### src/hdl/dec_pkg.sv
package dec_pkg;

    localparam int XLEN  = 32;
    localparam int ILEN  = 32;
    localparam int REG_W = 5;

    localparam logic [XLEN-1:0] PC_RESET = 32'h8000_0000;

    // Trap causes, carried on the rd field
    localparam logic [REG_W-1:0] TRAP_IACCESS = 5'd1;
    localparam logic [REG_W-1:0] TRAP_IOPCODE = 5'd2;

    // Operand source codes
    localparam logic [1:0] OPR_ZERO = 2'd0;
    localparam logic [1:0] OPR_REG  = 2'd1; // rs1 for A, rs2 for B and C
    localparam logic [1:0] OPR_IMM  = 2'd2;
    localparam logic [1:0] OPR_PCIM = 2'd3; // PC plus immediate

    typedef enum logic [1:0] {
        FU_NONE,
        FU_ALU,
        FU_LSU,
        FU_CFU
    } fu_e;

    typedef enum logic [4:0] {
        UOP_NONE,
        // ------------------------------
        UOP_ADD, UOP_SUB, UOP_AND, UOP_OR, UOP_XOR,
        UOP_SLT, UOP_SLTU, UOP_SLL, UOP_SRL, UOP_SRA,
        // ------------------------------
        UOP_BEQ, UOP_BNE, UOP_BLT, UOP_BGE, UOP_BLTU, UOP_BGEU,
        UOP_JALI, UOP_JALR, UOP_ECALL, UOP_EBREAK,
        // ------------------------------
        UOP_LB, UOP_LBU, UOP_LH, UOP_LHU, UOP_LW,
        UOP_SB, UOP_SH, UOP_SW
    } uop_e;

    // Major opcodes, bits [6:0] of the word
    typedef enum logic [6:0] {
        OPC_LUI    = 7'b0110111,
        OPC_AUIPC  = 7'b0010111,
        OPC_JAL    = 7'b1101111,
        OPC_JALR   = 7'b1100111,
        OPC_BRANCH = 7'b1100011,
        OPC_LOAD   = 7'b0000011,
        OPC_STORE  = 7'b0100011,
        OPC_OPIMM  = 7'b0010011,
        OPC_OP     = 7'b0110011,
        OPC_SYSTEM = 7'b1110011
    } opcode_e;

endpackage

### src/hdl/decode_stage.sv
`timescale 1ns/1ns

module decode_stage (
    input  logic                      g_clk,
    input  logic                      g_resetn,
    input  logic                      i_valid,
    input  logic [dec_pkg::ILEN-1:0]  i_instr,
    input  logic                      i_fetch_err,
    output logic                      o_busy,
    input  logic                      i_flush,
    input  logic                      i_cf_req,
    input  logic [dec_pkg::XLEN-1:0]  i_cf_target,
    output logic [dec_pkg::REG_W-1:0] o_rs1_addr,
    output logic [dec_pkg::REG_W-1:0] o_rs2_addr,
    input  logic [dec_pkg::XLEN-1:0]  i_rs1_rdata,
    input  logic [dec_pkg::XLEN-1:0]  i_rs2_rdata,
    output logic                      o_valid,
    input  logic                      i_busy,
    output logic [dec_pkg::REG_W-1:0] o_rd,
    output logic [dec_pkg::XLEN-1:0]  o_opr_a,
    output logic [dec_pkg::XLEN-1:0]  o_opr_b,
    output logic [dec_pkg::XLEN-1:0]  o_opr_c,
    output dec_pkg::uop_e             o_uop,
    output dec_pkg::fu_e              o_fu,
    output logic                      o_trap,
    output logic [dec_pkg::ILEN-1:0]  o_instr
);

    dec_pkg::fu_e             dec_fu;
    dec_pkg::uop_e            dec_uop;
    dec_pkg::opcode_e         dec_opcode;
    logic [dec_pkg::REG_W-1:0] dec_rd;
    logic                     dec_trap;
    logic [1:0]               opr_a_src;
    logic [1:0]               opr_b_src;
    logic [1:0]               opr_c_src;
    logic [dec_pkg::XLEN-1:0] imm;
    logic [dec_pkg::XLEN-1:0] pc_imm;
    logic [dec_pkg::XLEN-1:0] opr_a;
    logic [dec_pkg::XLEN-1:0] opr_b;
    logic [dec_pkg::XLEN-1:0] opr_c;

    wire accept = i_valid && !o_busy && !i_flush; // A flushed word moves no PC

    instr_decoder u_instr_decoder (
        .i_instr     (i_instr),
        .i_fetch_err (i_fetch_err),
        .o_fu        (dec_fu),
        .o_uop       (dec_uop),
        .o_opcode    (dec_opcode),
        .o_rs1_addr  (o_rs1_addr),
        .o_rs2_addr  (o_rs2_addr),
        .o_rd        (dec_rd),
        .o_trap      (dec_trap),
        .o_opr_a_src (opr_a_src),
        .o_opr_b_src (opr_b_src),
        .o_opr_c_src (opr_c_src)
    );

    imm_decoder u_imm_decoder (
        .i_instr  (i_instr),
        .i_opcode (dec_opcode),
        .o_imm    (imm),
        .o_pc_imm (pc_imm)
    );

    operand_select u_operand_select (
        .g_clk       (g_clk),
        .g_resetn    (g_resetn),
        .i_advance   (accept),
        .i_cf_req    (i_cf_req),
        .i_cf_target (i_cf_target),
        .i_rs1_rdata (i_rs1_rdata),
        .i_rs2_rdata (i_rs2_rdata),
        .i_imm       (imm),
        .i_pc_imm    (pc_imm),
        .i_opr_a_src (opr_a_src),
        .i_opr_b_src (opr_b_src),
        .i_opr_c_src (opr_c_src),
        .o_opr_a     (opr_a),
        .o_opr_b     (opr_b),
        .o_opr_c     (opr_c)
    );

    stage_register u_stage_register (
        .g_clk    (g_clk),
        .g_resetn (g_resetn),
        .i_valid  (i_valid),
        .i_flush  (i_flush),
        .i_busy   (i_busy),
        .o_busy   (o_busy),
        .o_valid  (o_valid),
        .i_rd     (dec_rd),
        .i_uop    (dec_uop),
        .i_fu     (dec_fu),
        .i_trap   (dec_trap),
        .i_instr  (i_instr),
        .i_opr_a  (opr_a),
        .i_opr_b  (opr_b),
        .i_opr_c  (opr_c),
        .o_rd     (o_rd),
        .o_uop    (o_uop),
        .o_fu     (o_fu),
        .o_trap   (o_trap),
        .o_instr  (o_instr),
        .o_opr_a  (o_opr_a),
        .o_opr_b  (o_opr_b),
        .o_opr_c  (o_opr_c)
    );

endmodule

### src/hdl/imm_decoder.sv
`timescale 1ns/1ns

module imm_decoder (
    input  logic [dec_pkg::ILEN-1:0] i_instr,
    input  dec_pkg::opcode_e         i_opcode,
    output logic [dec_pkg::XLEN-1:0] o_imm,
    output logic [dec_pkg::XLEN-1:0] o_pc_imm
);

    // The five formats plus the shift amount
    // ------------------------------
    wire [dec_pkg::XLEN-1:0] imm_i = {{20{i_instr[31]}}, i_instr[31:20]};
    wire [dec_pkg::XLEN-1:0] imm_s = {{20{i_instr[31]}}, i_instr[31:25], i_instr[11:7]};
    wire [dec_pkg::XLEN-1:0] imm_b = {{19{i_instr[31]}}, i_instr[31], i_instr[7],
                                      i_instr[30:25], i_instr[11:8], 1'b0};
    wire [dec_pkg::XLEN-1:0] imm_u = {i_instr[31:12], 12'd0};
    wire [dec_pkg::XLEN-1:0] imm_j = {{11{i_instr[31]}}, i_instr[31], i_instr[19:12],
                                      i_instr[20], i_instr[30:21], 1'b0};
    wire [dec_pkg::XLEN-1:0] shamt = {27'd0, i_instr[24:20]};

    wire is_shift = (i_instr[13:12] == 2'b01); // SLLI, SRLI, SRAI

    always_comb begin
        o_imm = '0;
        case (i_opcode)
            dec_pkg::OPC_OPIMM: o_imm = is_shift ? shamt : imm_i;
            dec_pkg::OPC_JALR,
            dec_pkg::OPC_LOAD:  o_imm = imm_i;
            dec_pkg::OPC_STORE: o_imm = imm_s;
            dec_pkg::OPC_LUI:   o_imm = imm_u;
            default:            o_imm = '0;
        endcase
    end

    // Offset added to the PC
    always_comb begin
        case (i_opcode)
            dec_pkg::OPC_AUIPC:  o_pc_imm = imm_u;
            dec_pkg::OPC_JAL:    o_pc_imm = imm_j;
            dec_pkg::OPC_BRANCH: o_pc_imm = imm_b;
            default:             o_pc_imm = '0;
        endcase
    end

endmodule

### src/hdl/instr_decoder.sv
`timescale 1ns/1ns

module instr_decoder (
    input  logic [dec_pkg::ILEN-1:0]  i_instr,
    input  logic                      i_fetch_err,
    output dec_pkg::fu_e              o_fu,
    output dec_pkg::uop_e             o_uop,
    output dec_pkg::opcode_e          o_opcode,
    output logic [dec_pkg::REG_W-1:0] o_rs1_addr,
    output logic [dec_pkg::REG_W-1:0] o_rs2_addr,
    output logic [dec_pkg::REG_W-1:0] o_rd,
    output logic                      o_trap,
    output logic [1:0]                o_opr_a_src,
    output logic [1:0]                o_opr_b_src,
    output logic [1:0]                o_opr_c_src
);

    logic [2:0]     funct3;
    logic [6:0]     funct7;
    dec_pkg::fu_e   fu;
    dec_pkg::uop_e  uop;
    logic           legal;
    logic           has_rd;
    logic [1:0]     src_a;
    logic [1:0]     src_b;
    logic [1:0]     src_c;

    // Shared by the register and immediate ALU forms
    function automatic dec_pkg::uop_e alu_uop(
        input logic [2:0] f3,
        input logic       alt
    );
        dec_pkg::uop_e op;
        case (f3)
            3'd0:    op = alt ? dec_pkg::UOP_SUB : dec_pkg::UOP_ADD;
            3'd1:    op = dec_pkg::UOP_SLL;
            3'd2:    op = dec_pkg::UOP_SLT;
            3'd3:    op = dec_pkg::UOP_SLTU;
            3'd4:    op = dec_pkg::UOP_XOR;
            3'd5:    op = alt ? dec_pkg::UOP_SRA : dec_pkg::UOP_SRL;
            3'd6:    op = dec_pkg::UOP_OR;
            default: op = dec_pkg::UOP_AND;
        endcase
        return op;
    endfunction

    assign funct3   = i_instr[14:12];
    assign funct7   = i_instr[31:25];
    assign o_opcode = dec_pkg::opcode_e'(i_instr[6:0]);

    // Classification
    // ------------------------------
    always_comb begin
        fu     = dec_pkg::FU_NONE;
        uop    = dec_pkg::UOP_NONE;
        legal  = 1'b0;
        has_rd = 1'b0;
        src_a  = dec_pkg::OPR_ZERO;
        src_b  = dec_pkg::OPR_ZERO;
        src_c  = dec_pkg::OPR_ZERO;
        case (o_opcode)
            dec_pkg::OPC_LUI: begin
                fu     = dec_pkg::FU_ALU;
                uop    = dec_pkg::UOP_OR;
                legal  = 1'b1;
                has_rd = 1'b1;
                src_b  = dec_pkg::OPR_IMM;
            end
            dec_pkg::OPC_AUIPC: begin
                fu     = dec_pkg::FU_ALU;
                uop    = dec_pkg::UOP_ADD;
                legal  = 1'b1;
                has_rd = 1'b1;
                src_a  = dec_pkg::OPR_PCIM;
            end
            dec_pkg::OPC_JAL: begin
                fu     = dec_pkg::FU_CFU;
                uop    = dec_pkg::UOP_JALI;
                legal  = 1'b1;
                has_rd = 1'b1;
                src_c  = dec_pkg::OPR_PCIM;
            end
            dec_pkg::OPC_JALR: begin
                fu     = dec_pkg::FU_CFU;
                uop    = dec_pkg::UOP_JALR;
                has_rd = 1'b1;
                legal  = (funct3 == 3'd0);
                src_a  = dec_pkg::OPR_REG;
                src_b  = dec_pkg::OPR_IMM;
            end
            dec_pkg::OPC_BRANCH: begin
                fu    = dec_pkg::FU_CFU;
                legal = (funct3[2:1] != 2'b01); // funct3 2 and 3 unused
                case (funct3)
                    3'd0:    uop = dec_pkg::UOP_BEQ;
                    3'd1:    uop = dec_pkg::UOP_BNE;
                    3'd4:    uop = dec_pkg::UOP_BLT;
                    3'd5:    uop = dec_pkg::UOP_BGE;
                    3'd6:    uop = dec_pkg::UOP_BLTU;
                    default: uop = dec_pkg::UOP_BGEU;
                endcase
                src_a = dec_pkg::OPR_REG;
                src_b = dec_pkg::OPR_REG;
                src_c = dec_pkg::OPR_PCIM;
            end
            dec_pkg::OPC_LOAD: begin
                fu     = dec_pkg::FU_LSU;
                has_rd = 1'b1;
                legal  = (funct3 != 3'd3) && (funct3 < 3'd6);
                case (funct3)
                    3'd0:    uop = dec_pkg::UOP_LB;
                    3'd1:    uop = dec_pkg::UOP_LH;
                    3'd4:    uop = dec_pkg::UOP_LBU;
                    3'd5:    uop = dec_pkg::UOP_LHU;
                    default: uop = dec_pkg::UOP_LW;
                endcase
                src_a = dec_pkg::OPR_REG;
                src_b = dec_pkg::OPR_IMM;
            end
            dec_pkg::OPC_STORE: begin
                fu    = dec_pkg::FU_LSU;
                legal = (funct3 < 3'd3);
                case (funct3)
                    3'd0:    uop = dec_pkg::UOP_SB;
                    3'd1:    uop = dec_pkg::UOP_SH;
                    default: uop = dec_pkg::UOP_SW;
                endcase
                src_a = dec_pkg::OPR_REG;
                src_b = dec_pkg::OPR_IMM;
                src_c = dec_pkg::OPR_REG; // Store data
            end
            dec_pkg::OPC_OPIMM: begin
                fu     = dec_pkg::FU_ALU;
                has_rd = 1'b1;
                uop    = alu_uop(funct3, (funct3 == 3'd5) && i_instr[30]);
                if (funct3 == 3'd1) begin
                    legal = (funct7 == 7'h00);
                end else if (funct3 == 3'd5) begin
                    legal = (funct7 == 7'h00) || (funct7 == 7'h20);
                end else begin
                    legal = 1'b1;
                end
                src_a = dec_pkg::OPR_REG;
                src_b = dec_pkg::OPR_IMM;
            end
            dec_pkg::OPC_OP: begin
                fu     = dec_pkg::FU_ALU;
                has_rd = 1'b1;
                uop    = alu_uop(funct3, i_instr[30]);
                legal  = (funct7 == 7'h00) ||
                         ((funct7 == 7'h20) && (funct3 == 3'd0 || funct3 == 3'd5));
                src_a  = dec_pkg::OPR_REG;
                src_b  = dec_pkg::OPR_REG;
            end
            dec_pkg::OPC_SYSTEM: begin
                fu = dec_pkg::FU_CFU;
                if (i_instr[31:7] == 25'd0) begin
                    uop   = dec_pkg::UOP_ECALL;
                    legal = 1'b1;
                end else if (i_instr[31:7] == {12'd1, 13'd0}) begin
                    uop   = dec_pkg::UOP_EBREAK;
                    legal = 1'b1;
                end
            end
            default: legal = 1'b0;
        endcase
    end

    // Trap override
    // ------------------------------
    assign o_trap      = i_fetch_err || !legal; // Fetch error wins on the cause
    assign o_fu        = o_trap ? dec_pkg::FU_NONE  : fu;
    assign o_uop       = o_trap ? dec_pkg::UOP_NONE : uop;
    assign o_opr_a_src = o_trap ? dec_pkg::OPR_ZERO : src_a;
    assign o_opr_b_src = o_trap ? dec_pkg::OPR_ZERO : src_b;
    assign o_opr_c_src = o_trap ? dec_pkg::OPR_ZERO : src_c;

    assign o_rs1_addr = (o_opr_a_src == dec_pkg::OPR_REG) ? i_instr[19:15] : '0;
    assign o_rs2_addr = (o_opr_b_src == dec_pkg::OPR_REG ||
                         o_opr_c_src == dec_pkg::OPR_REG) ? i_instr[24:20] : '0;

    assign o_rd = i_fetch_err ? dec_pkg::TRAP_IACCESS :
                  o_trap      ? dec_pkg::TRAP_IOPCODE :
                  has_rd      ? i_instr[11:7]         : '0;

endmodule

### src/hdl/operand_select.sv
`timescale 1ns/1ns

module operand_select (
    input  logic                     g_clk,
    input  logic                     g_resetn,
    input  logic                     i_advance,
    input  logic                     i_cf_req,
    input  logic [dec_pkg::XLEN-1:0] i_cf_target,
    input  logic [dec_pkg::XLEN-1:0] i_rs1_rdata,
    input  logic [dec_pkg::XLEN-1:0] i_rs2_rdata,
    input  logic [dec_pkg::XLEN-1:0] i_imm,
    input  logic [dec_pkg::XLEN-1:0] i_pc_imm,
    input  logic [1:0]               i_opr_a_src,
    input  logic [1:0]               i_opr_b_src,
    input  logic [1:0]               i_opr_c_src,
    output logic [dec_pkg::XLEN-1:0] o_opr_a,
    output logic [dec_pkg::XLEN-1:0] o_opr_b,
    output logic [dec_pkg::XLEN-1:0] o_opr_c
);

    logic [dec_pkg::XLEN-1:0] pc;          // Address of the word in decode
    logic [dec_pkg::XLEN-1:0] pc_plus_imm;

    // One multiplexer serves all three operands
    function automatic logic [dec_pkg::XLEN-1:0] opr_mux(
        input logic [1:0]               sel,
        input logic [dec_pkg::XLEN-1:0] reg_val,
        input logic [dec_pkg::XLEN-1:0] imm,
        input logic [dec_pkg::XLEN-1:0] pcim
    );
        logic [dec_pkg::XLEN-1:0] val;
        case (sel)
            dec_pkg::OPR_REG:  val = reg_val;
            dec_pkg::OPR_IMM:  val = imm;
            dec_pkg::OPR_PCIM: val = pcim;
            default:           val = '0;
        endcase
        return val;
    endfunction

    // Program counter
    // ------------------------------
    always_ff @(posedge g_clk) begin
        if (!g_resetn) begin
            pc <= dec_pkg::PC_RESET;
        end else if (i_cf_req) begin
            pc <= i_cf_target;           // Redirect beats increment
        end else if (i_advance) begin
            pc <= pc + 32'd4;
        end
    end

    assign pc_plus_imm = pc + i_pc_imm;

    assign o_opr_a = opr_mux(i_opr_a_src, i_rs1_rdata, i_imm, pc_plus_imm);
    assign o_opr_b = opr_mux(i_opr_b_src, i_rs2_rdata, i_imm, pc_plus_imm);
    assign o_opr_c = opr_mux(i_opr_c_src, i_rs2_rdata, i_imm, pc_plus_imm);

endmodule

### src/hdl/stage_register.sv
`timescale 1ns/1ns

module stage_register (
    input  logic                      g_clk,
    input  logic                      g_resetn,
    input  logic                      i_valid,
    input  logic                      i_flush,
    input  logic                      i_busy,
    output logic                      o_busy,
    output logic                      o_valid,
    input  logic [dec_pkg::REG_W-1:0] i_rd,
    input  dec_pkg::uop_e             i_uop,
    input  dec_pkg::fu_e              i_fu,
    input  logic                      i_trap,
    input  logic [dec_pkg::ILEN-1:0]  i_instr,
    input  logic [dec_pkg::XLEN-1:0]  i_opr_a,
    input  logic [dec_pkg::XLEN-1:0]  i_opr_b,
    input  logic [dec_pkg::XLEN-1:0]  i_opr_c,
    output logic [dec_pkg::REG_W-1:0] o_rd,
    output dec_pkg::uop_e             o_uop,
    output dec_pkg::fu_e              o_fu,
    output logic                      o_trap,
    output logic [dec_pkg::ILEN-1:0]  o_instr,
    output logic [dec_pkg::XLEN-1:0]  o_opr_a,
    output logic [dec_pkg::XLEN-1:0]  o_opr_b,
    output logic [dec_pkg::XLEN-1:0]  o_opr_c
);

    wire load = i_valid && !o_busy;

    // Stalls upstream only while a held word is not taken
    assign o_busy = o_valid && i_busy;

    always_ff @(posedge g_clk) begin
        if (!g_resetn || i_flush) begin
            o_valid <= 1'b0;
        end else if (!o_busy) begin
            o_valid <= i_valid;          // Drops to zero once consumed
        end
    end

    // Payload
    // ------------------------------
    always_ff @(posedge g_clk) begin
        if (load) begin
            o_rd    <= i_rd;
            o_uop   <= i_uop;
            o_fu    <= i_fu;
            o_trap  <= i_trap;
            o_instr <= i_instr;
            o_opr_a <= i_opr_a;
            o_opr_b <= i_opr_b;
            o_opr_c <= i_opr_c;
        end
    end

endmodule

### config.mk
export PLATFORM = sky130hd
export DESIGN_NAME = decode_stage
export DESIGN_NICKNAME = d
export VERILOG_FILES = /design/src/hdl/dec_pkg.sv /design/src/hdl/decode_stage.sv /design/src/hdl/imm_decoder.sv /design/src/hdl/instr_decoder.sv /design/src/hdl/operand_select.sv /design/src/hdl/stage_register.sv
export SDC_FILE = /design/constraint.sdc
export NUM_CORES = 1
export LEC_CHECK = 0
export BUFFER_PORTS_ARGS = -buffer_cell sky130_fd_sc_hd__buf_2
export CORE_MARGIN = 4
export CORE_UTILIZATION = 48
export CTS_CLUSTER_SIZE = 16
export DETAILED_ROUTE_END_ITERATION = 6
export PLACE_DENSITY = 0.78
export SLEW_MARGIN = 25
export SYNTH_ARGS = -nofsm -noshare
export SYNTH_HDL_FRONTEND = slang
export SYNTH_SLANG_ARGS = --single-unit
### constraint.sdc
create_clock -name g_clk -period 14.5 [get_ports g_clk]
set_clock_uncertainty 0.2 [all_clocks]
set_input_delay 2.9 -clock g_clk [delete_from_list [all_inputs] [get_ports g_clk]]
set_output_delay 2.9 -clock g_clk [all_outputs]
set_load 0.02 [all_outputs]
==> metrics.md <==
| Metric | Value |
|---|---|
| Post-synth EDFFs | `141` |
| Worst Hold Class | `register to register` |
| GRT met2 Usage | `0.472` |
| Slew Viols, Final | `0` |
| Yosys top cell area share | `0.424` |
| R2r endpoint | `u_stage_register.o_opr_c[21]` |
| Worst endpoint required time | `11.40 ns` |
| Detailed Routing Iterations Pass 1 | `5` |
| Global route hottest layer | `met2` |
| Slew @ Worst Pin | `1.08 ns` |
| Most used DFF post-synth | `edfxtp_1` |
| PD cells | `96.7 mW/mm^2` |
| Wire length per cell | `22.0 um` |
| YS warnings | `0` |
| Global Route Usage Sum | `0.292` |
| Final Hold Viols | `0` |
| Routed vias | `9421` |
| WHS Endpoint | `u_operand_select.pc[1]` |
| # port buffers | `287` |
| Routability Congestion | `0.974` |
| Leading cell type in the layout, fill and taps excluded | `buf_2` |
| Worst-case clock buffer depth | `2` |
| FFs w/ async S/R, synth | `0` |
| Peak supply drop | `0.0778 mV` |
| # rows | `52` |
| GRT met3 Usage | `0.0753` |
| Max frequency | `105 MHz` |
| Setup crit end kind | `primary output` |
| Final antenna diode count | `0` |
| Commonest cells after routing, fill and taps aside | `buf_2, nand2_1, edfxtp_1` |
| Post-route DRC | `0` |
| Ports | `288` |
| Global-route wire length before repair | `52.4 mm` |
| Maxcap violations | `0` |
| Yosys cell types | `60` |
| Crit Path Max Fanout | `14` |
| Largest family of logic cells by synthesized area | `simple AND/OR/NAND/NOR gates` |
| Layout cells sized above 1 | `0.261` |
| Antenna viol nets, final | `0` |
| Total Nets Final | `1489` |
| Hold path depth | `2` |
| Register-to-register setup slack | `10.55 ns` |
| # clock sinks | `174` |
| Minimum clock period | `9.56 ns` |
| Syn Nets | `1233` |
| PostCTS Resize Cnt | `0` |
| Starting density of the core | `0.490` |
| Die width | `152 um` |
| Detail-routed via count per cell | `5.87` |
| Detailed Route WL | `35.3 mm` |
| Area grow syn2layout | `22.2%` |
| TritonCTS clock tree | `done` |
| Static leakage | `5.23 nW` |
| Reg clk slew, reported paths | `0.07 ns` |
| Die ar. | `0.0232 mm^2` |
| Final setup viols | `0` |
| Die extent in y | `152 um` |
| Root buffer cell | `clkbuf_16` |
| Fin util | `0.599` |
| Core area | `0.0204 mm^2` |
| Largest net degree at the start of global routing | `81` |
| Initial antenna violation count | `0` |
| # hold bufs at CTS | `0` |
| CTS Buf Count | `17` |
| Worst-Skew Late Latency | `0.43 ns` |
| Synth area leader | `edfxtp_1` |
| Outcome | `completed` |
| H-tree Lvls | `4` |
| Post-CTS Setup Bufs | `0` |
| Compound-Gate Fraction of Synth Area | `0.191` |
| Final period utilization | `0.659` |
| Slew headroom | `0.274` |
| Synth Area in Adders | `0.0409` |
| Post-Synth XOR/XNOR Area | `0.0465` |
| Sequential share of the synthesized area | `0.490` |
| CP arrival | `6.46 ns` |
| Mapped Cells | `1066` |
| Min-Delay Startpoint | `u_operand_select.pc[1]` |
| Synthesized cell area | `0.00998 mm^2` |
| Syn avg cell area | `9.36 um^2` |
| R2R depth | `10` |
| Sum Neg Setup Slack | `0 ns` |
| Simple-gate share of the synthesized area | `0.195` |
| Mux cell area share after synthesis | `0.00301` |
| RSZ-0062 raised after global routing | `false` |
| Reg-to-reg critical path startpoint | `u_operand_select.pc[3]` |
| CP Class | `input pin to primary output` |
| Synth Register Bits | `174` |
| GR met1 Demand/Resource | `0.389` |
| Worst setup SP type | `input pin` |
| Vias in the first global route | `8857` |
| Ranking of synthesized cells by area | `edfxtp_1, nand2_1, dfxtp_1` |
| Detailed Route Iter0 Violations | `1217` |
| Gr ovfl total | `0` |
| Post-DP HPWL | `27.1 mm` |
==> registers in the layout, summed over array words and instances (netlist names), 2 cells and up <==
| register | flops |
|---|---|
| u_stage_register.o_uop | 5 |
| u_stage_register.o_rd | 5 |
| u_stage_register.o_opr_b | 32 |
| u_operand_select.pc | 32 |
| u_stage_register.o_opr_a | 32 |
| u_stage_register.o_instr | 32 |
| u_stage_register.o_opr_c | 32 |
| u_stage_register.o_fu | 2 |
==> per-stage QoR <==
step           instances  hold slack [ns]  instance area [um^2]  setup WS, ns  total power, W
2_1_floorplan       1066            0.289                  9980          2.64        0.000671
3_3_place_gp        1573            0.377                 11600          5.31        0.000731
3_5_place_dp        1573            0.414                 11600          5.17        0.000733
4_1_cts             1605            0.430                 12200          5.08         0.00118
5_1_grt             1605            0.473                 12200          4.74         0.00123
6_report            1605            0.419                 12200          4.94         0.00118
==> cell type report <==
type | instances | area, um^2
Sequential cell | 174 | 4890
Timing Repair Buffer | 298 | 1520
Fill cell | 1742 | 8160
Clock buffer | 17 | 425
Clock inverter | 15 | 168
Multi-Input combinational cell | 812 | 4790
Tap cell | 270 | 338
Inverter | 19 | 71.3
==> power by group <==
group          switching, W  total [W]  internal [W]
logic             0.0000973   0.000146     0.0000486
clock network      0.000224   0.000456      0.000232
registers         0.0000145   0.000579      0.000564
==> kinds of logic after synthesis <==
kind of cell / count (synthesis)
simple gates: 416
fa+ha+maj: 32
mux: 3
flops: 174
compound gates: 308
buf+inv: 80
xor+xnor: 53
==> worst max-delay path by stage <==
stage,from,endpoint,slack [ns],cells past startpoint
4_1_cts,i_instr[1],o_rs2_addr[0],5.08,12
2_1_floorplan,i_valid,u_operand_select.pc[29],2.64,10
5_1_grt,i_instr[1],o_rs2_addr[0],4.74,12
3_3_place_gp,i_instr[1],o_rs2_addr[1],5.31,12
6_report,i_instr[1],o_rs2_addr[0],4.94,12
3_5_place_dp,i_instr[1],o_rs2_addr[0],5.17,12
==> routing by layer <==
layer / wire length, um / vias up / share of wire
met2: 16400 / 580 / 0.47
met5: 0 / - / 0
met1: 14000 / 4392 / 0.40
met4: 1020 / 0 / 0.029
li1: - / 4375 / -
met3: 3830 / 74 / 0.11
==> Yosys cell counts, drive strengths merged (3+ instances only) <==
| cell | instances |
|---|---|
| a2111oi | 3 |
| a211oi | 14 |
| a21boi | 4 |
| a21o | 32 |
| a21oi | 103 |
| a221oi | 3 |
| a22o | 10 |
| a22oi | 7 |
| a31oi | 7 |
| and2 | 44 |
| and3 | 10 |
| buf | 19 |
| clkbuf | 42 |
| dfxtp | 33 |
| edfxtp | 141 |
| ha | 31 |
| inv | 19 |
| mux2i | 3 |
| nand2 | 185 |
| nand2b | 6 |
| nand3 | 24 |
| nand4 | 10 |
| nor2 | 75 |
| nor2b | 16 |
| nor3 | 16 |
| nor3b | 3 |
| nor4 | 9 |
| o211ai | 7 |
| o21a | 8 |
| o21ai | 82 |
| o21bai | 4 |
| o221a | 4 |
| o22ai | 4 |
| o31a | 4 |
| o31ai | 4 |
| or2 | 3 |
| or3 | 7 |
| or4 | 3 |
| xnor2 | 29 |
| xor2 | 24 |
==> worst max-delay path, stage by stage <==
cell and delay, ns:
buf_2 0.11, nand2_1 0.14, nor3_1 0.53, nand4_1 0.25, nor4_1 0.66, a2111oi_2 0.19
nor2_4 0.22, inv_2 0.18, nor2_1 0.54, a21oi_1 0.35, nor2b_1 0.20, buf_2 0.18
(Power assumes the default switching activity.)
